$ cat src/verilog/spi_flash_pkg.sv
`default_nettype none

package spi_flash_pkg;

	// one data byte on the spi and ram paths
	typedef logic [7:0] byte_t;

	// flash address as sent by the master, three bytes msb first
	typedef logic [23:0] flash_addr_t;

	// data bytes per read, saturates at 255
	typedef logic [7:0] log_len_t;

	// the only command that is served
	localparam byte_t CMD_READ = 8'h03;

	// command controller states
	typedef enum logic [2:0] {
		IDLE,
		ADDR_HI,
		ADDR_MID,
		ADDR_LO,
		STREAM,
		IGNORE
	} ctrl_state_t;

	// received byte from the spi slave
	// cmd marks the first byte after cs_n falls
	typedef struct packed {
		byte_t data;
		logic  cmd;
		logic  strobe;
	} spi_rx_t;

	// ram read request
	typedef struct packed {
		flash_addr_t addr;
		logic        strobe;
	} mem_rd_req_t;

	// ram read response, two cycles after the request
	typedef struct packed {
		byte_t data;
		logic  valid;
	} mem_rd_rsp_t;

	// one completed read in the access log
	typedef struct packed {
		flash_addr_t addr;
		log_len_t    len;
	} log_rec_t;

endpackage

`default_nettype wire
$ cat src/verilog/access_log_fifo.sv
`timescale 1ns/1ps
`default_nettype none

module access_log_fifo #(
	parameter int LOG_DEPTH = 4
) (
	input  wire                          clk,
	input  wire                          rst_n,
	input  wire                          push,
	input  wire spi_flash_pkg::log_rec_t push_rec,
	input  wire                          pop,
	output logic                         log_valid,
	output spi_flash_pkg::log_rec_t      log_out,
	output logic [7:0]                   dropped
);
	localparam int PTR_W = (LOG_DEPTH > 1) ? $clog2(LOG_DEPTH) : 1;
	localparam int CNT_W = $clog2(LOG_DEPTH + 1);

	spi_flash_pkg::log_rec_t entries [LOG_DEPTH];
	logic [PTR_W-1:0] wr_ptr;
	logic [PTR_W-1:0] rd_ptr;
	logic [CNT_W-1:0] count;
	logic full;
	logic do_push;
	logic do_pop;

	// pointer step with wrap, depth need not be a power of two
	function automatic logic [PTR_W-1:0] next_ptr(input logic [PTR_W-1:0] ptr);
		next_ptr = (ptr == PTR_W'(LOG_DEPTH - 1)) ? '0 : ptr + 1'b1;
	endfunction

	assign full = (count == CNT_W'(LOG_DEPTH));
	assign log_valid = (count != '0);
	// full is judged before any pop in the same cycle
	assign do_push = push & ~full;
	assign do_pop = pop & log_valid;
	assign log_out = entries[rd_ptr];

	always_ff @(posedge clk)
	begin
		if (do_push)
		begin
			entries[wr_ptr] <= push_rec;
		end
	end

	always_ff @(posedge clk)
	begin
		if (!rst_n)
		begin
			wr_ptr <= '0;
			rd_ptr <= '0;
			count <= '0;
			dropped <= 8'd0;
		end
		else
		begin
			if (do_push)
			begin
				wr_ptr <= next_ptr(wr_ptr);
			end
			if (do_pop)
			begin
				rd_ptr <= next_ptr(rd_ptr);
			end
			case ({do_push, do_pop})
				2'b10: count <= count + 1'b1;
				2'b01: count <= count - 1'b1;
				default: count <= count;
			endcase
			// lost entries, sticky and saturating
			if (push && full && (dropped != 8'hFF))
			begin
				dropped <= dropped + 8'd1;
			end
		end
	end

endmodule

`default_nettype wire

$ cat config.mk
export PLATFORM = sky130hd
export DESIGN_NAME = access_log_fifo
export DESIGN_NICKNAME = d
export VERILOG_FILES = /design/src/verilog/spi_flash_pkg.sv /design/src/verilog/access_log_fifo.sv
export SDC_FILE = /design/constraint.sdc
export NUM_CORES = 1
export LEC_CHECK = 0
export ABC_AREA = 1
export BUFFER_PORTS_ARGS = -buffer_cell sky130_fd_sc_hd__buf_2
export CORE_ASPECT_RATIO = 0.7
export CORE_MARGIN = 1.5
export CORE_UTILIZATION = 55
export CTS_CLUSTER_SIZE = 10
export DETAILED_ROUTE_END_ITERATION = 10
export PLACE_DENSITY = 0.77
export SLEW_MARGIN = 0
export SYNTH_ARGS = -nofsm -noshare
export SYNTH_HDL_FRONTEND = slang
export SYNTH_SLANG_ARGS = --single-unit
$ cat constraint.sdc
create_clock -name clk -period 3.3 [get_ports clk]
set_clock_uncertainty 0.2 [all_clocks]
set_input_delay 0.165 -clock clk [delete_from_list [all_inputs] [get_ports clk]]
set_output_delay 0.165 -clock clk [all_outputs]
set_load 0.02 [all_outputs]
After elaboration in Yosys (flattened, before gate mapping)
Memories as Yosys holds them, arrays and structs flattened. A register that Yosys moved wholly into a read port is not among the register bits.
Index checks and enable logic that the tools add are counted.
Word-level totals
  register bits: 15
  memory bits (writable): 128
  input port bits: 36
  output and inout port bits: 41
  word-level logic and storage cells: 30
  memories: 1
Operators by class
  add/sub/neg operators: 5
  equal/unequal tests: 6
  mux-type cells: 7
  bitwise operators: 3
  reductions and logical operators: 4
Memory list
  entries: words 4, bits a word 32, rd ports 1, clocked after Yosys merged registers in 1, wr ports 1, RTL line access_log_fifo.sv:19  | spi_flash_pkg::log_rec_t entries [LOG_DEPTH];
Operator list (number)
  adder 8 x 1 -> 8 bit (second input constant): 1
  2-to-1 mux 2 bit: 4
  inequality test 8 bit (second input constant): 1
  equality test 2 bit (second input constant): 3
  case mux 3 bit (2 select lines): 1
  adder 2 x 1 -> 2 bit (second input constant): 2
  adder 3 x 1 -> 3 bit (second input constant): 1
  equality test 3 bit (second input constant): 1
  nonzero test 3 bit: 1
  subtractor 3 x 1 -> 3 bit (second input constant): 1
  AND 1 bit: 2
  equality test 2 x 1 -> 1 bit (second input constant): 1
  logical AND 1 bit: 2
  2-to-1 mux 1 bit: 2
  nonzero test 2 bit: 1
  inverter 1 bit: 1

Longest topological paths before layout
  word-level depth: 5
  depth in mapped cells: 12
  depth with buffers taken out: 12

Least setup slack after synthesis
OpenSTA, ideal clock, no wires.
  kind: register to register
  start: reg count[0]
  end: mem entries[0][0] (netlist bit), enable pin
  library setup time: 0.421 ns
  arrival time: 1.950 ns
  data required time: 2.679 ns
  setup slack: 0.729 ns
  cell stages (with the launch flop): 5
  buffers on the path: 0
  clock period less this slack: 2.571 ns
  cell sequence: dfxtp_1 -> nor2_2 -> nand2_1 -> nand2_2 -> nor2_1
On the way
  word-level cells in the longest chain between the ends: 5
Ends and longest elaborated chain
  start: declaration: RTL line access_log_fifo.sv:22  | logic [CNT_W-1:0] count;
  start signal: assignment: RTL line access_log_fifo.sv:67  | 2'b10: count <= count + 1'b1;
  start signal: assignment: RTL line access_log_fifo.sv:68  | 2'b01: count <= count - 1'b1;
  start signal: assignment: RTL line access_log_fifo.sv:69  | default: count <= count;
  equality test 3 bit: RTL line access_log_fifo.sv:32  | assign full = (count == CNT_W'(LOG_DEPTH));
  inverter 1 bit: RTL line access_log_fifo.sv:35  | assign do_push = push & ~full;
  AND 1 bit: RTL line access_log_fifo.sv:35
  2-to-1 mux 1 bit: RTL line access_log_fifo.sv:41  | if (do_push)
  2-to-1 mux 1 bit (not written as such): RTL line access_log_fifo.sv:43  | entries[wr_ptr] <= push_rec;
  end: declaration: RTL line access_log_fifo.sv:19
No other way between the ends.

==> run_results.csv <==
group,metric,value,unit
outcome,status,"completed",
synthesis,synth-seq-cells,145,
global_route,antenna_found_initial,0,
floorplan,ioPinCount,77,
clock_network,htree_levels,4,
clock_network,ctsResizeCount,0,
place,dp_hpwl,6920,µm
job,max-cap-violations,0,
global_route,grt_usage,23.6,%
power,peakVddDrop,653,µV
power,switching_share,33.2,%
power,leakage,2.59,nW
final_layout,num-nets-final,596,
worst_setup_path,end_kind,"output pin",
routing,dr.pass1.iters,5,
routing,drt_iter0_drc,400,
timing,setup_violations,0,
clock_network,cts_buffers,17,
clock_network,insertion_delay,0.41,ns
power,pwr-share-comb,27.5,%
timing,drv_slew,0,
worst_setup_path,crit_type,"reg -> out",
power,net-switching-power,1.82,mW
final_layout,n_fill_cell,618,
timing,rsz0062_at_grt,"no",
place,port_buffers,76,
routing,drcViolationCount,0,
floorplan,coreArea,0.00980,mm²
synthesis,yosysSeqAreaShare,74.4,%
final_layout,synthToLayoutAreaGrowth,24.5,%
timing,period_minus_slack,2.57,ns
power,internal_power,3.67,mW
synthesis,synth_cell_types,23,
power,power_frac_clock,31.3,%
synthesis,synth_area,0.00562,mm²
floorplan,start_util,57.4,%
floorplan,row_count,30,
clock_network,clock-sinks,145,
worst_setup_path,arrival,2.21,ns
routing,route.vias.total,3831,
power,pwr-share-seq,41.2,%
floorplan,die_w,124,µm
global_route,grt_pass1_wl,18400,µm
hold_path,min_path_type,"in -> reg",
routing,via_per_inst,5.54,
final_layout,drive_above_1_share,22.0,%
synthesis,syn_inst,438,
worst_setup_path,cp_max_fo,32,
floorplan,fp.dieArea,0.0108,mm²
synthesis,yosys_warnings,0,
worst_setup_path,cp-start-kind,"register",
power,p_per_area,783,mW/mm²
timing,finalCritPeriodShare,78.0,%
synthesis,syn_area_per_cell,12.8,µm²
global_route,grt_max_degree,65,
place,gp_congestion,0.775,
clock_network,cts_tree,"built",
routing,ant_nets,0,
synthesis,synth_nets,482,
clock_network,root_buffer,"clkbuf_16",
timing,tightest_slew,1.06,ns
timing,final-hold-violation-count,0,
routing,finalWirelength,12000,µm
timing,max-slew-margin-rel,29.4,%
routing,avgRoutedWirePerCell,17.3,µm
final_layout,fin_util,71.5,%
global_route,grt_overflow,0,
timing,final.setup.tns,0,ns
timing,timing.fmax,389,MHz
worst_setup_path,worstPathRequired,2.93,ns
final_layout,antenna-diode-count,0,
clock_network,cts.clk_slew.worst_paths,0.06,ns
floorplan,fp.dieH,87.6,µm
global_route,first_global_vias,3721,
clock_network,cts_buffer_depth,2,
cell usage after synthesis (all sizes together):
cell type	instances	area, µm²
edfxtp	128	3840
o22ai	32	200
dfxtp	17	340
buf	12	67.6
clkinv	1	5.00
nor2	91	357
ha	7	87.6
clkbuf	8	31.3
fa	1	20.0
nand3	9	50.1
o21ai	71	355
a21oi	12	60.1
inv	23	86.3
nand2	26	118
worst max-delay path, cell delays in order (launching register included):
cell	delay (ns)
dfxtp_1	0.31
inv_1	0.69
o21ai_0	0.26
o22ai_1	0.29
buf_2	0.22
area by class of cell:
class	count	area (µm²)	area share, %
multi-input cells	249	1280	18.2
clock buffers	19	433	6.18
flip-flops and latches	145	4190	59.8
clock inverters	12	95.1	1.36
repair buffers	115	758	10.8
well taps	128	160	2.29
inverters	24	91.3	1.30
sequential cells by signal (all words and copies together) (netlist names), named ones only:
name / cells
entries: 128
dropped: 8
count: 3
rd_ptr: 2
wr_ptr: 2
power groups by stage:
stage / Combinational (mW) / Clock [mW] / Sequential (mW)
floorplan: 0.991 / 0 / 2.28
global placement: 1.44 / 0 / 2.28
detailed placement: 1.47 / 0 / 2.29
CTS: 1.51 / 1.73 / 2.26
global route: 1.66 / 1.82 / 2.27
finish: 1.51 / 1.72 / 2.26
cell usage in the layout, fill, tap and decap left out, drive strengths merged:
cell type / instances
clkinvlp: 2
dfxtp: 17
clkinv: 10
o22ai: 32
dlygate4sd3: 34
a21oi: 12
edfxtp: 128
nand2: 26
bufinv: 1
nor2: 91
ha: 7
clkbuf: 19
fa: 1
buf: 81
inv: 23
nand3: 9
o21ai: 71
through the flow:
step | std cells | hold WS, ns | worst slack (ns) | cell area, µm² | power, mW
after global placement | 627 | 0.182 | 1.17 | 6130 | 3.72
after floorplan | 438 | 0.0639 | 0.729 | 5620 | 3.27
after global routing | 692 | 0.0876 | 0.589 | 7000 | 5.74
after CTS | 692 | 0.0592 | 0.740 | 7000 | 5.50
final | 692 | 0.0794 | 0.727 | 7000 | 5.48
after detailed placement | 627 | 0.187 | 1.07 | 6130 | 3.76
layer usage:
layer / routed length, µm / global-route usage [%] / part of all wire, % / vias up
met2: 5550 / 35.9 / 46 / 157
met1: 5350 / 32.3 / 45 / 1850
met5: 0 / 0 / 0 / -
li1: - / - / - / 1804
met3: 911 / 8.33 / 7.6 / 20
met4: 177 / 7.63 / 1.5 / 0
timing repair:
action | 4_1_cts | 5_1_grt
setup endpoints to repair | 0 | 0
endpoints found under the hold margin | 145 | 0
hold buffers | 34 | 0
setup buffers | 0 | 0
final timing paths:
| kind | from | end | slack (ns) | cells after the start |
|---|---|---|---|---|
| hold / removal | push | dropped[4] | 0.08 | 5 |
| hold reg to reg | count[0] | count[0] | 0.30 | 1 |
| setup / recovery | register | log_out[13] | 0.73 | 4 |
| setup reg to reg | count[0] | count[2] | 1.05 | 10 |
cells by family after synthesis:
logic type / count (synthesis) / synth area share (%)
DFF: 145 / 74.4
adders and majority gates: 8 / 1.91
buffers and inverters: 44 / 3.38
and+or+nand+nor: 126 / 9.33
AOI/OAI and AO/OA: 115 / 11.0
(Power assumes the default switching activity.)
