[src/verilog/spi_flash_pkg.sv]
`default_nettype none

package spi_flash_pkg;

	// one data byte on the spi and ram paths
	typedef logic [7:0] byte_t;

	// flash address as sent by the master, three bytes msb first
	typedef logic [23:0] flash_addr_t;

	// data bytes per read, saturates at 255
	typedef logic [7:0] log_len_t;

	// the only command that is served
	localparam byte_t CMD_READ = 8'h03;

	// command controller states
	typedef enum logic [2:0] {
		IDLE,
		ADDR_HI,
		ADDR_MID,
		ADDR_LO,
		STREAM,
		IGNORE
	} ctrl_state_t;

	// received byte from the spi slave
	// cmd marks the first byte after cs_n falls
	typedef struct packed {
		byte_t data;
		logic  cmd;
		logic  strobe;
	} spi_rx_t;

	// ram read request
	typedef struct packed {
		flash_addr_t addr;
		logic        strobe;
	} mem_rd_req_t;

	// ram read response, two cycles after the request
	typedef struct packed {
		byte_t data;
		logic  valid;
	} mem_rd_rsp_t;

	// one completed read in the access log
	typedef struct packed {
		flash_addr_t addr;
		log_len_t    len;
	} log_rec_t;

endpackage

`default_nettype wire
[src/verilog/flash_cmd_ctrl.sv]
`timescale 1ns/1ps
`default_nettype none

module flash_cmd_ctrl (
	input  wire                         clk,
	input  wire                         rst_n,
	input  wire spi_flash_pkg::spi_rx_t rx,
	input  wire                         cs_active,
	output spi_flash_pkg::byte_t        tx_byte,
	output spi_flash_pkg::mem_rd_req_t  rd_req,
	input  wire spi_flash_pkg::mem_rd_rsp_t rd_rsp,
	output logic                        critical,
	output logic                        log_push,
	output spi_flash_pkg::log_rec_t     log_rec
);
	spi_flash_pkg::ctrl_state_t state;
	// next ram address to fetch
	spi_flash_pkg::flash_addr_t rd_addr;
	// first address of the read, kept for the log
	spi_flash_pkg::flash_addr_t start_addr;
	// full address once the low byte arrives
	spi_flash_pkg::flash_addr_t lo_addr;
	spi_flash_pkg::log_len_t data_len;
	logic cmd_strobe;
	logic rd_fire;

	assign cmd_strobe = rx.strobe & rx.cmd;
	assign lo_addr = {rd_addr[23:8], rx.data};

	// fetch on the low address byte, then once per streamed byte
	assign rd_fire = rx.strobe & ~rx.cmd &
		((state == spi_flash_pkg::ADDR_LO) || (state == spi_flash_pkg::STREAM));

	// the first fetch uses the address byte still on the bus
	assign rd_req = '{
		addr: (state == spi_flash_pkg::ADDR_LO) ? lo_addr : rd_addr,
		strobe: rd_fire
	};

	assign log_rec = '{addr: start_addr, len: data_len};

	// command FSM
	always_ff @(posedge clk)
	begin
		if (!rst_n)
		begin
			state <= spi_flash_pkg::IDLE;
			critical <= 1'b0;
			log_push <= 1'b0;
		end
		else
		begin
			log_push <= 1'b0;
			if (!cs_active)
			begin
				// end of transaction, log only reads that reached data
				if (state == spi_flash_pkg::STREAM)
				begin
					log_push <= 1'b1;
				end
				state <= spi_flash_pkg::IDLE;
				critical <= 1'b0;
			end
			else if (cmd_strobe)
			begin
				if (rx.data == spi_flash_pkg::CMD_READ)
				begin
					// hold the memory for the whole read
					state <= spi_flash_pkg::ADDR_HI;
					critical <= 1'b1;
				end
				else
				begin
					state <= spi_flash_pkg::IGNORE;
				end
			end
			else if (rx.strobe)
			begin
				case (state)
					spi_flash_pkg::ADDR_HI: state <= spi_flash_pkg::ADDR_MID;
					spi_flash_pkg::ADDR_MID: state <= spi_flash_pkg::ADDR_LO;
					spi_flash_pkg::ADDR_LO: state <= spi_flash_pkg::STREAM;
					default: state <= state;
				endcase
			end
		end
	end

	// reply byte, 0xff unless a read response has landed
	always_ff @(posedge clk)
	begin
		if (!rst_n || !cs_active)
		begin
			tx_byte <= 8'hFF;
		end
		else if (rd_rsp.valid && (state == spi_flash_pkg::STREAM))
		begin
			tx_byte <= rd_rsp.data;
		end
	end

	// address assembly and data byte count
	always_ff @(posedge clk)
	begin
		if (cmd_strobe)
		begin
			data_len <= '0;
		end
		else if (rx.strobe)
		begin
			case (state)
				spi_flash_pkg::ADDR_HI: rd_addr[23:16] <= rx.data;
				spi_flash_pkg::ADDR_MID: rd_addr[15:8] <= rx.data;
				spi_flash_pkg::ADDR_LO:
				begin
					start_addr <= lo_addr;
					rd_addr <= lo_addr + 24'd1;
				end
				spi_flash_pkg::STREAM:
				begin
					rd_addr <= rd_addr + 24'd1;
					// every clocked data byte counts, held at 255
					if (data_len != 8'hFF)
					begin
						data_len <= data_len + 8'd1;
					end
				end
				default: ;
			endcase
		end
	end

endmodule

`default_nettype wire

[config.mk]
export PLATFORM = sky130hd
export DESIGN_NAME = flash_cmd_ctrl
export DESIGN_NICKNAME = d
export VERILOG_FILES = /design/src/verilog/spi_flash_pkg.sv /design/src/verilog/flash_cmd_ctrl.sv
export SDC_FILE = /design/constraint.sdc
export NUM_CORES = 1
export LEC_CHECK = 0
export ABC_AREA = 1
export BUFFER_PORTS_ARGS = -buffer_cell sky130_fd_sc_hd__buf_2
export CAP_MARGIN = 20
export CORE_MARGIN = 1.5
export CORE_UTILIZATION = 35
export CTS_BUF_LIST = sky130_fd_sc_hd__clkbuf_8
export DETAILED_ROUTE_END_ITERATION = 6
export HOLD_SLACK_MARGIN = 0.15
export PLACE_DENSITY = 0.55
export SYNTH_ARGS = -nofsm -noshare
export SYNTH_HDL_FRONTEND = slang
export SYNTH_SLANG_ARGS = --single-unit
export TNS_END_PERCENT = 20
[constraint.sdc]
create_clock -name clk -period 3.26 [get_ports clk]
set_input_delay 0.326 -clock clk [delete_from_list [all_inputs] [get_ports clk]]
set_output_delay 0.326 -clock clk [all_outputs]
set_load 0.05 [all_outputs]
# Yosys cells after proc, flatten, opt, wreduce, memory -nomap -nowiden
# Index checks and enable logic that the tools add are counted.
# word_totals
ff_bits	69
out_inout_bits	67
word_cells	52
# op_classes
add_sub_neg	3
n_eq_ne	6
muxes	9
bitwise	6
n_reduce_logical	19
# op_table
operator	n
adder 24 x 1 -> 24 bit (second input constant)	2
case mux 8 bit (3 select lines)	2
case mux 8 bit (2 select lines)	1
AND reduction 3 bit	5
2-to-1 mux 3 bit	3
case mux 3 bit (3 select lines)	1
adder 8 x 1 -> 8 bit (second input constant)	1
== test 8 x 2 -> 1 bit (second input constant)	1
2-to-1 mux 8 bit	1
inequality test 8 bit (second input constant)	1
== test 3 x 2 -> 1 bit (second input constant)	2
AND reduction 2 bit	3
nonzero test 3 bit	2
nonzero test 2 bit	2
nonzero test 4 bit	1
AND 1 bit	3
== test 3 x 1 -> 1 bit (second input constant)	1
== test 3 bit (second input constant)	1
NOT 1 bit	3
logical NOT 1 bit	2
logical OR 1 bit	2
OR reduction 2 bit	1
logical AND 1 bit	1
2-to-1 mux 1 bit	1

# Logic depth before layout (Yosys ltp)
# depth
ltp_word	4
ltp_mapped	9

# Worst setup path before layout
# Ideal clock, no wire load.
# synth_timing
path_kind	reg2reg
from	register state[2]
to	register start_addr[0], enable pin
arrival_time_ps	1923
t_required_ps	2855
slack_ps	933
stages_incl_launch_ff	7
path_cell_list	dfxtp_1 -> inv_2 -> nand2_1 -> nor2_2 -> inv_1 -> buf_2 -> nor2_1
# synth_between
elab_chain_cells	2
# synth_rtl
item	line_no	rtl
start, declared	flash_cmd_ctrl.sv:16	spi_flash_pkg::ctrl_state_t state;
start signal, assigned	flash_cmd_ctrl.sv:47	state <= spi_flash_pkg::IDLE;
start signal, assigned	flash_cmd_ctrl.sv:61	state <= spi_flash_pkg::IDLE;
start signal, assigned	flash_cmd_ctrl.sv:69	state <= spi_flash_pkg::ADDR_HI;
== test 3 x 2 -> 1 bit	flash_cmd_ctrl.sv:111	case (state)
AND reduction 3 bit (no line)	n/a	
end signal, assigned	flash_cmd_ctrl.sv:116	start_addr <= lo_addr;
end, declared	flash_cmd_ctrl.sv:20	spi_flash_pkg::flash_addr_t start_addr;
# No other way between the ends.
# A chain may end at the register's enable or synchronous reset.

==> metrics <==
Initial Util=0.361; Max-Cap Viols=0; Nets=652; crit end category=output port; diode count=0; Adder-Cell Fraction of Synth Area=0.00907; most common cell in the netlist=nand2_1; commonest cells in the netlist=151 x nand2_1, 88 x nand3_1, 55 x inv_1, 48 x edfxtp_1, 46 x nor2_1; vias in the first global route=3773; Final Cycle Share=0.716; largest cells by area after synthesis=edfxtp_1 35%, nand2_1 14%, nand3_1 11%; share of cells above drive strength 1=0.220; antenna violations before repair=0; Inst Count DP=750; wire per inst=14.8 um; Via-to-Cell Ratio=between 5 and 6; EDFF count, synth=48; largest net degree at the start of global routing=25; DP Worst Slack=1.08 ns; xor/xnor share of the synthesized area=0.0212; Rel. slew slack=0.529; Die Height=between 100 and 150 um; FP Rows=39; Async S/R FF share, synth=0; synthesis-to-layout area growth=19.0%; root buf cell=clkbuf_8; maximum fanout along the worst path=14; DR vias=3921; Worst EP arrival=2.01 ns; #FFs+latches synth=69; setup TNS=0 ns; H-tree levels=3; Die X-Extent=112 um; number of fillers in the final layout=1154; GRT Overall Usage=0.190; final WL=11500 um; CORE AREA=0.0115 mm^2; max-slew violations=0; top cell type's share of synthesized area=0.348; power density over cell area=366 mW/mm^2; Synthesis Warnings=0; gr ovfl total=0; hold path cells=3; setup violators final=0; maximum clock path buffer count=2; TritonCTS Buffers=9; RSZ-0062 raised after global routing=no; syn_area_per_cell=approximately 7.7 um^2; Syn Inst Count=539; CP Cell Sequence=inv_2 > nand2_1 > nor2_2 > inv_1 > o21ai_1 > buf_2; fmax=428 MHz; post-synthesis net count=between 500 and 600; Netlist cell types=33; final non-filler cell total=775; status=finished, violations left; clk_lat worst skew=~0.37 ns; Period minus WS final=2.33 ns; Starting DRT DRC Count=around 260; mux cell area share after synthesis=0; Post-Syn Area=0.00414 mm^2; Final Skew=around 0.015 ns; die area=roughly 0.012 mm^2; Worst Max-Slew Pin Slew=between 0.7 and 0.8 ns; Post-Route Utilization=0.429; Seq/Total Area, Yosys=0.450; Critical Path RT=2.93 ns; worst hold margin=0.198 ns; first-pass GRT wire length=18400 um; HP Class=input port to flop; Critical Path Source Type=flop; failing checks=DRC; Leak Pwr=0.00209 uW; Main synth FF type=edfxtp_1; CP max stage delay=0.35 ns; CP max-delay cell=dfxtp_1; CTS tree=yes; Worst VDD drop=0.195 mV; Residual DRC=1; routability cong.=0.902; Port Buffer Count=88; worst r2r path cells=6; Post-Synth Simple-Gate Area=0.359; compound-gate portion of the synthesized area=0.0671; final worst slack=0.925 ns; Sink Count=69; Worst-path clk slew=~0.070 ns; # IOs=89; Yosys top cell by area=edfxtp_1; Antenna Nets Post-Route=0; Setup Fix Bufs, Post-CTS=0; worst setup path class=flop to output port; dpl hpwl=8520 um; main combinational cell family by area after synthesis=simple AND/OR/NAND/NOR gates; drt pass-1 iters=7; final hold vios=0
[metal layers]
layer / GRT usage / up-vias / wire, um / share of wire
li1: - / 1946 / - / -
met1: 0.234 / 1809 / 4980 / 0.43
met2: 0.307 / 142 / 5530 / 0.48
met3: 0.0544 / 24 / 681 / 0.059
met4: 0.0903 / 0 / 298 / 0.026
met5: 0 / - / 0 / 0
[final timing paths]
path | start | end | slack, ns
max | state[2]$_SDFFE_PN0P_ | rd_req[7] | 0.93
min | rst_n | log_push$_SDFF_PP0_ | 0.20
max reg2reg | state[2]$_SDFFE_PN0P_ | start_addr[0]$_DFFE_PP_ | 1.13
min reg2reg | critical$_SDFFE_PN0P_ | critical$_SDFFE_PN0P_ | 0.46
[power breakdown]
group	internal [uW]	switching (uW)	leakage, uW
clock network	390	337	0.000112
logic	42.9	87.4	0.00137
registers	940	7.31	0.000602
[cells in the final DEF, fill, tap and decap left out, drive strengths merged, types with 2 or more instances in the layout]
master         n
a21oi         14
buf           93
clkbuf        11
clkinv         2
dfxtp         21
dlygate4sd3    9
edfxtp        48
ha             3
inv           60
nand2        160
nand3         89
nand4          6
nor2          60
nor3           3
nor3b          2
o21ai         34
xnor2          6
xor2           4
[sequential cells by signal, indices dropped and copies added, names as in the netlist]
name and flops:
critical 1, tx_byte 8, log_push 1, rd_addr 24
data_len 8, start_addr 24, state 3
[cell families after synthesis]
family	after synthesis
DFF	69
adders and majority gates	3
xor gates and xnor gates	10
buffers and inverters	83
and+or+nand+nor	321
AOI/OAI and AO/OA	53
[timing repair]
action	4_1_cts	5_1_grt
setup endpoints to repair	0	0
hold buffers	9	0
endpoints found under the hold margin	9	0
resized for setup	0	0
[critical path, delay by kind of cell, from the launching register on]
kind	cells	cell delay (ns)
buf+inv	3	0.71
simple gates	2	0.38
flops	1	0.35
compound gates	1	0.21
[final cells by class]
type,count,area (um^2),share of cell area
Sequential cell,69,1860,0.378
Timing Repair Buffer,102,568,0.115
Tap cell,143,179,0.0363
Multi-Input combinational cell,387,1890,0.384
Clock inverter,5,51.3,0.0104
Inverter,58,220,0.0447
Clock buffer,11,151,0.0307
[through the flow]
stage / cell area, um^2 / power [uW]
after floorplan: 4140 / 1040
after global placement: 4630 / 1090
after detailed placement: 4630 / 1090
after CTS: 4920 / 1830
after global routing: 4920 / 1880
final: 4920 / 1800
Power figures use the tool's default switching activity.
