File: config.mk
export PLATFORM = sky130hd
export DESIGN_NAME = spi_byte_link
export DESIGN_NICKNAME = d
export VERILOG_FILES = /design/src/verilog/spi_flash_pkg.sv /design/src/verilog/spi_byte_link.sv
export SDC_FILE = /design/constraint.sdc
export NUM_CORES = 1
export LEC_CHECK = 0
export BUFFER_PORTS_ARGS = -buffer_cell sky130_fd_sc_hd__buf_2
export CAP_MARGIN = 20
export CORE_MARGIN = 3
export CORE_UTILIZATION = 45
export CTS_CLUSTER_DIAMETER = 60
export DETAILED_ROUTE_END_ITERATION = 6
export PLACE_DENSITY = 0.73
export SYNTH_ARGS = -nofsm -noshare
export SYNTH_HDL_FRONTEND = slang
export SYNTH_SLANG_ARGS = --single-unit
File: constraint.sdc
create_clock -name clk -period 2.3 [get_ports clk]
set_input_delay 0.46 -clock clk [delete_from_list [all_inputs] [get_ports clk]]
set_output_delay 0.46 -clock clk [all_outputs]
set_load 0.005 [all_outputs]
File: src/verilog/spi_flash_pkg.sv
`default_nettype none

package spi_flash_pkg;

	// one data byte on the spi and ram paths
	typedef logic [7:0] byte_t;

	// flash address as sent by the master, three bytes msb first
	typedef logic [23:0] flash_addr_t;

	// data bytes per read, saturates at 255
	typedef logic [7:0] log_len_t;

	// the only command that is served
	localparam byte_t CMD_READ = 8'h03;

	// command controller states
	typedef enum logic [2:0] {
		IDLE,
		ADDR_HI,
		ADDR_MID,
		ADDR_LO,
		STREAM,
		IGNORE
	} ctrl_state_t;

	// received byte from the spi slave
	// cmd marks the first byte after cs_n falls
	typedef struct packed {
		byte_t data;
		logic  cmd;
		logic  strobe;
	} spi_rx_t;

	// ram read request
	typedef struct packed {
		flash_addr_t addr;
		logic        strobe;
	} mem_rd_req_t;

	// ram read response, two cycles after the request
	typedef struct packed {
		byte_t data;
		logic  valid;
	} mem_rd_rsp_t;

	// one completed read in the access log
	typedef struct packed {
		flash_addr_t addr;
		log_len_t    len;
	} log_rec_t;

endpackage

`default_nettype wire
File: src/verilog/spi_byte_link.sv
`timescale 1ns/1ps
`default_nettype none

module spi_byte_link (
	input  wire                    clk,
	input  wire                    rst_n,
	input  wire                    sclk,
	input  wire                    cs_n,
	input  wire                    mosi,
	output logic                   miso,
	output spi_flash_pkg::spi_rx_t rx,
	output logic                   cs_active,
	input  wire spi_flash_pkg::byte_t tx_byte
);
	// two flops per pin, bit 1 is the synchronized value
	logic [1:0] sclk_sync;
	logic [1:0] cs_sync;
	logic [1:0] mosi_sync;
	// last synchronized sclk, for edge detect
	logic sclk_prev;
	// registered edge pulses
	logic sclk_rise;
	logic sclk_fall;
	// mosi aligned with sclk_rise
	logic mosi_bit;
	// receive side
	logic [2:0] bit_cnt;
	logic [6:0] rx_shift;
	logic first_byte;
	spi_flash_pkg::byte_t rx_data;
	logic rx_cmd;
	logic rx_strobe;
	// transmit side
	logic tx_pending;
	spi_flash_pkg::byte_t tx_shift;

	assign rx = '{data: rx_data, cmd: rx_cmd, strobe: rx_strobe};
	assign cs_active = ~cs_sync[1];

	// pin synchronizers, idle bus is sclk low and cs_n high
	always_ff @(posedge clk)
	begin
		if (!rst_n)
		begin
			sclk_sync <= 2'b00;
			cs_sync <= 2'b11;
			mosi_sync <= 2'b00;
			sclk_prev <= 1'b0;
			sclk_rise <= 1'b0;
			sclk_fall <= 1'b0;
		end
		else
		begin
			sclk_sync <= {sclk_sync[0], sclk};
			cs_sync <= {cs_sync[0], cs_n};
			mosi_sync <= {mosi_sync[0], mosi};
			sclk_prev <= sclk_sync[1];
			// edges only count while selected
			sclk_rise <= sclk_sync[1] & ~sclk_prev & ~cs_sync[1];
			sclk_fall <= ~sclk_sync[1] & sclk_prev & ~cs_sync[1];
		end
	end

	// bit counter and byte strobe
	always_ff @(posedge clk)
	begin
		if (!rst_n || cs_sync[1])
		begin
			bit_cnt <= 3'd0;
			first_byte <= 1'b1;
			rx_cmd <= 1'b0;
			rx_strobe <= 1'b0;
		end
		else
		begin
			rx_strobe <= 1'b0;
			if (sclk_rise)
			begin
				bit_cnt <= bit_cnt + 3'd1;
				// eighth bit closes the byte
				if (bit_cnt == 3'd7)
				begin
					rx_strobe <= 1'b1;
					rx_cmd <= first_byte;
					first_byte <= 1'b0;
				end
			end
		end
	end

	// receive shifter, mode 0 samples on rising sclk, msb first
	always_ff @(posedge clk)
	begin
		mosi_bit <= mosi_sync[1];
		if (sclk_rise)
		begin
			rx_shift <= {rx_shift[5:0], mosi_bit};
			if (bit_cnt == 3'd7)
			begin
				rx_data <= {rx_shift, mosi_bit};
			end
		end
	end

	// transmit shifter, miso changes on falling sclk
	// the byte boundary arms a load, the reply is copied on the first
	// falling edge after it so the ram data has time to arrive
	always_ff @(posedge clk)
	begin
		if (!rst_n || cs_sync[1])
		begin
			miso <= 1'b1;
			tx_shift <= 8'hFF;
			tx_pending <= 1'b0;
		end
		else
		begin
			if (rx_strobe)
			begin
				tx_pending <= 1'b1;
			end
			if (sclk_fall)
			begin
				if (tx_pending)
				begin
					// msb of the new byte goes out right away
					miso <= tx_byte[7];
					tx_shift <= {tx_byte[6:0], 1'b1};
					tx_pending <= 1'b0;
				end
				else
				begin
					miso <= tx_shift[7];
					tx_shift <= {tx_shift[6:0], 1'b1};
				end
			end
		end
	end

endmodule

`default_nettype wire

* Yosys cells after proc, flatten, opt, wreduce, memory -nomap -nowiden
Index checks and enable logic that the tools add are counted.
** Storage, ports and cells
- Register bits after elaboration :: 41
- Bits in latches :: 0
- Memory bits (writable) :: 0
- ROM bits :: 0
- Input bits :: 13
- Output and inout port bits :: 12
- Logic and storage cells :: 36
- Memories kept :: 0
** Operators by class
- Add/sub/neg operators :: 1
- Multiply operators :: 0
- Divide/modulo/power cells :: 0
- Magnitude comparators :: 0
- Equality and inequality tests :: 1
- Shift operators :: 0
- Multiplexer cells :: 6
- Bitwise gates (word level) :: 8
- Reduce and logical (&&, ||, !) cells :: 4
** Operator list (count)
- $mux W8 :: 1
- $mux W1 :: 5
- $and A1 B1 Y1 :: 4
- $not A1 Y1 :: 4
- $add A3 B1 Y3 const B :: 1
- $eq A3 B3 Y1 const B :: 1
- $reduce_and A2 Y1 :: 1
- $reduce_or A2 Y1 :: 1
- $logic_not A1 Y1 :: 1
- $logic_or A1 B1 Y1 :: 1

* Logic depth before layout (Yosys ltp)
Gate-level depths: netlist of run 1.
- Depth in word-level cells :: 3
- Depth in mapped cells :: 4

* Least setup slack after synthesis of run 1
Ideal clock, no wire load.
- Path type :: reg2reg
- From :: register sclk_rise
- To :: register rx_data[0], enable pin
- Setup time :: 0.324 ns
- Data arrival time :: 0.934 ns
- Required time :: 1.976 ns
- Slack :: 1.042 ns
- Cell stages (with the launch flop) :: 4
- Cells stage by stage :: dfxtp_1 -> buf_2 -> nand2_1 -> inv_1
** Between the ends
- Longest elaborated chain between the ends :: 1
** RTL lines
- start, declared :: RTL line spi_byte_link.sv:22 : logic sclk_rise;
- start signal, assigned :: RTL line spi_byte_link.sv:59 : sclk_rise <= sclk_sync[1] & ~sclk_prev & ~cs_sync[1];
- $reduce_and A2 Y1 (no source line)
- end signal, assigned :: RTL line spi_byte_link.sv:100 : rx_data <= {rx_shift, mosi_bit};
- end, declared :: RTL line spi_byte_link.sv:30 : spi_flash_pkg::byte_t rx_data;
Every way passes these cells.
A chain may end at the register's enable or synchronous reset.

* Worst setup path after layout of run 1
- From :: register sclk_rise
- To :: register rx_data[6], enable pin
The elaborated chain is that of the path after synthesis.

==> metrics, run 1 <==
clock tree buffer depth=2; status=finished clean; top cell type's share of synthesized area=34.9%; HP Class=primary input to flop; Synth Area in Compound Gates=~8.4%; DRT antenna net count=0; crit path time final=around 1.4 ns; core area=2900 µm²; row count=19; Starting Density=49.5%; area occupied by registers=951 µm²; Setup Fix Bufs, Post-CTS=0; Worst-Skew Late Latency=between 0.3 and 0.4 ns; filler instances=~260; largest family of logic cells by synthesized area=simple AND/OR/NAND/NOR gates; clock-pin slew on the worst setup and hold paths=roughly 0.11 ns; I/O pin cnt=25; largest net degree at the start of global routing=14; Iter 0 DRT Violations=35; Yosys reg bits=40; leak pwr=0.000630 µW; area delta synth->final=13.2%; syn avg cell area=13.9 µm²; WL/cell=11.7 µm; pwr/cell area=740 nW/µm²; ys async rst share=0%; WP data arrival=1.45 ns; Synth area leaders=dfxtp_1, edfxtp_1, mux2i_1, a22oi_2, nor2_1; post-synthesis instance total=slightly above 100; top_reg_cell synth=dfxtp_1; number of flops mapped to enable cells by yosys=15; RSZ-0062 raised after global routing=no; Simple-Gate Fraction of Synth Area=11.8%; commonest non-fill, non-tap cell in the layout=dfxtp_1; RePlAce Congestion=0.697; syn nets=118; Setup TNS=0 ns; Clock Skew=0.00589 ns; cell taking the most area after synthesis=dfxtp_1; TritonCTS Sinks=40; dpl hpwl=1420 µm; Synth Area in XOR/XNOR=0.610%; Multi-input gate area=a little over 400 µm²; most frequent cells in the layout=dfxtp_1, buf_2, edfxtp_1; Crit Path Max Fanout=13; post-synthesis mux area share=under 10%; global-route wire length before repair=about 3400 µm; Design Area, Final=1620 µm²; sequential cell area fraction in the yosys report=between 60% and 70%; count of cells resized by post-cts repair=0; CTS tree=yes; aggregate global routing overflow=0; Area after DPL=~1500 µm²; initial antenna violation count=0; vias=812; fin nets=~140; die area=3900 µm²; Crit path required time=2.32 ns; Slew Limit Headroom=between 60% and 70%; worst vdd ir=between 0.4 and 0.5 mV; Crit. End Element=flop; Cell Area, Synth=~1400 µm²; adder-cell area share of the yosys netlist=1.74%; I/O Buffers=24; pins over their slew limit=0; max frequency=~700 MHz; fin crit share=62.1%; vias in the first global route=approximately 790; die width=~62 µm; number of H-tree levels=2; Die H=around 62 µm; Root Driver=clkbuf_4; Final setup viols=0; via-per-instance ratio=~4.8; Ys Warns=0; Yosys cell types=23; total power=1200 µW; max_cap viols=0; GRT Util Overall=11.3%; drt first pass iters=4; antenna cells=0; share of cells above drive strength 1=approximately a third; Post-CTS Hold Fix Bufs=0; Setup CP Type=flop to flop; worst-margin pin slew=0.522 ns; drt drc=0; detailed-route wire length=1980 µm; total CTS buffers=5; Final Hold Fails=0; crit path launch type=flop
## cells by family after synthesis
logic type                 count (synthesis)
AOI/OAI and AO/OA                         12
xor gates and xnor gates                   1
adders and majority gates                  2
buffers and inverters                     10
DFF                                       40
muxes                                      9
and+or+nand+nor                           29
## critical path, cell delays in order (launching register included)
cell and delay [ns]:
dfxtp_1 0.67, nand2_1 0.17, inv_1 0.28
## power by group
group	switching, µW	internal [µW]
Sequential	3.15	736
Combinational	8.40	12.4
Clock	216	227
Total	227	975
## layout make-up
| class | instances | share of cell area [%] |
|---|---|---|
| Tap cell | 42 | 3.24 |
| Timing Repair Buffer | 24 | 7.40 |
| Sequential cell | 40 | 58.6 |
| Inverter | 2 | 0.462 |
| Multi-Input combinational cell | 53 | 25.4 |
| Clock buffer | 5 | 2.31 |
| Clock inverter | 3 | 2.62 |
## per-stage QoR
| stage | utilization (%) | cells | worst slack (ns) | hold slack, ns |
|---|---|---|---|---|
| floorplan | - | 103 | 1.04 | 0.310 |
| global placement | 53.2 | 161 | 0.930 | 0.316 |
| detailed placement | 53.2 | 161 | 0.840 | 0.314 |
| CTS | 56.0 | 169 | 0.854 | 0.280 |
| global route | 56.0 | 169 | 0.723 | 0.267 |
| finish | 56.0 | 169 | 0.873 | 0.288 |
## path summary, 6_finish.rpt
kind                            slack (ns)    startpoint  cells past startpoint         end
worst max-delay path                  0.87     sclk_rise                      2  rx_data[6]
worst min-delay path                  0.29          cs_n                      2  cs_sync[0]
worst max register to register        0.87     sclk_rise                      2  rx_data[6]
worst min register to register        0.34  mosi_sync[1]                      0    mosi_bit
## cells in the mapped netlist (2+ instances only)
cell	number
and3b_1	2
buf_4	2
dfxtp_1	25
nor2_1	12
nor3b_2	2
a22oi_2	7
ha_1	2
a21oi_1	2
and2_1	5
inv_1	2
or2b_1	2
nand2b_1	3
edfxtp_1	15
buf_6	3
buf_2	3
mux2i_1	9
## layer usage
| metal | wire, µm | part of all wire, % | track usage, % | up-vias |
|---|---|---|---|---|
| li1 | - | - | - | 400 |
| met5 | 0 | 0 | 0 | - |
| met3 | 135 | 6.8 | 5.94 | 8 |
| met2 | 956 | 48 | 17.8 | 24 |
| met1 | 834 | 42 | 12.4 | 380 |
| met4 | 56 | 2.8 | 5.79 | 0 |
## sequential cells by signal, summed over array words and instances (netlist names)
register,flops
mosi_bit,1
sclk_sync,2
bit_cnt,3
tx_shift,7
rx_shift,7
cs_sync,2
first_byte,1
rx_cmd,1
sclk_prev,1
rx_data,8
rx_strobe,1
mosi_sync,2
miso,1
sclk_fall,1
tx_pending,1
sclk_rise,1
No activity file was read; power rests on OpenSTA's default activity.
==> run 2: changes to the inputs <==
==> constraint.sdc (replaced) <==
create_clock -name clk -period 1.43 [get_ports clk]
set_input_delay 0.286 -clock clk [delete_from_list [all_inputs] [get_ports clk]]
set_output_delay 0.286 -clock clk [all_outputs]
set_load 0.005 [all_outputs]
==> run 2 against run 1 <==
Against the previous run:
- wire length shrank 1.3%
- first-iteration DRC count shrank 26%
- critical path depth grew 2
- sequential cell count is the same
- highest routed layer unchanged
- worst hold slack lost 0.17 ns
- via count shrank 3.7%
==> metrics, run 2 (synthesis gave the netlist of run 1 again) <==
I/O Buffers=24; Crit. End Element=flop; global-route wire length before repair=3350 µm; Final setup viols=0; Multi-input gate area=413 µm²; Gate power share=~1.5%; Sequential Power Share=51.9%; Clock Skew=0.00548 ns; Slew Limit Headroom=68.3%; drt drc=0; die width=around 62 µm; drt first pass iters=2; Worst-Skew Late Latency=around 0.34 ns; commonest non-fill, non-tap cell in the layout=dfxtp_1; Largest register FFs=8; Biggest register=rx_data; Crit Path Max Fanout=8; fin crit share=86.9%; Root Driver=clkbuf_4; GRT Util Overall=11.2%; RePlAce Congestion=0.662; max_cap viols=0; max frequency=between 800 and 900 MHz; area occupied by registers=951 µm²; number of H-tree levels=2; pins over their slew limit=0; share of cells above drive strength 1=34.9%; die area=between 3000 and 4000 µm²; row count=19; Setup Fix Bufs, Post-CTS=0; crit path time final=1.24 ns; Sw Ratio=15.9%; largest net degree at the start of global routing=14; Clk pwr share=46.6%; Design Area, Final=1690 µm²; antenna cells=0; vias=~780; aggregate global routing overflow=0; clock-pin slew on the worst setup and hold paths=0.11 ns; RSZ-0062 raised after global routing=no; initial antenna violation count=0; worst-margin pin slew=0.475 ns; Final Hold Fails=0; clock tree buffer depth=2; HP Class=primary input to flop; filler instances=250; vias in the first global route=800; detailed-route wire length=1960 µm; TritonCTS Sinks=40; WL/cell=11.4 µm; dpl hpwl=1410 µm; WP data arrival=1.29 ns; Regs by FF count=rx_data: 8 flops, rx_shift: 7 flops, tx_shift: 7 flops; leak pwr=0.000663 µW; fin nets=143; internal power=1920 µW; Die H=62.5 µm; worst vdd ir=between 0.6 and 0.7 mV; Crit path required time=1.48 ns; crit path launch type=flop; core area=2900 µm²; Area after DPL=1560 µm²; Post-CTS Hold Fix Bufs=0; pwr/cell area=roughly 1400 nW/µm²; total CTS buffers=5; Setup CP Type=flop to flop; Starting Density=49.5%; CTS tree=yes; via-per-instance ratio=roughly 4.6; count of cells resized by post-cts repair=0; most frequent cells in the layout=dfxtp_1, buf_2, edfxtp_1; final core occ=58.2%; Setup TNS=0 ns; I/O pin cnt=25; P_sw=364 µW; Iter 0 DRT Violations=26; DRT antenna net count=0; area delta synth->final=17.5%; status=finished clean
[run 2: changes by cell type in the layout (fill, tap and decap cells not counted), sizes merged]
| cell | previous run | this run |
|---|---|---|
| clkinvlp | 1 | 0 |
| clkinv | 1 | 0 |
| bufinv | 1 | 3 |
| buf | 24 | 26 |
[run 2: worst paths after layout]
| path | startpoint | to | slack [ns] | cells past startpoint |
|---|---|---|---|---|
| worst max-delay path | bit_cnt[0] | rx_data[4] | 0.19 | 4 |
| worst min-delay path | cs_n | cs_sync[0] | 0.12 | 2 |
| worst max register to register | bit_cnt[0] | rx_data[4] | 0.19 | 4 |
| worst min register to register | mosi_sync[1] | mosi_bit | 0.34 | 0 |
[run 2: area by class of cell]
class	instances	share of cell area (%)
Tap cell	42	3.12
Sequential cell	40	56.4
Clock buffer	5	2.23
Inverter	2	0.445
Timing Repair Buffer	26	8.01
Clock inverter	3	5.34
Multi-Input combinational cell	53	24.5
[run 2: per-stage QoR]
step	hold slack, ns	total power [µW]	std cells	worst slack (ns)
after detailed placement	0.320	1250	163	0.0823
after global routing	0.109	2370	171	0.0867
final	0.122	2290	171	0.187
after global placement	0.315	1250	163	0.136
after CTS	0.110	2320	171	0.0668
after floorplan	0.310	1230	103	0.172
[run 2: power by group through the flow]
stage / Clock, µW / Sequential, µW / Combinational [µW]
2_1_floorplan: 0 / 1210 / 16.9
3_3_place_gp: 0 / 1210 / 33.5
3_5_place_dp: 0 / 1210 / 35.0
4_1_cts: 1090 / 1190 / 35.4
5_1_grt: 1140 / 1190 / 39.4
6_report: 1070 / 1190 / 34.6
[run 2: worst max-delay path: stages, from the launching register on]
cell and delay, ns:
dfxtp_1 0.36, ha_1 0.15, ha_1 0.18, nand2_1 0.11, inv_2 0.16
[run 2: layer usage]
metal	GRT usage, %	wire length [µm]
met1	11.9	847
met5	0	0
met3	6.29	122
met4	5.79	40
met2	17.8	947
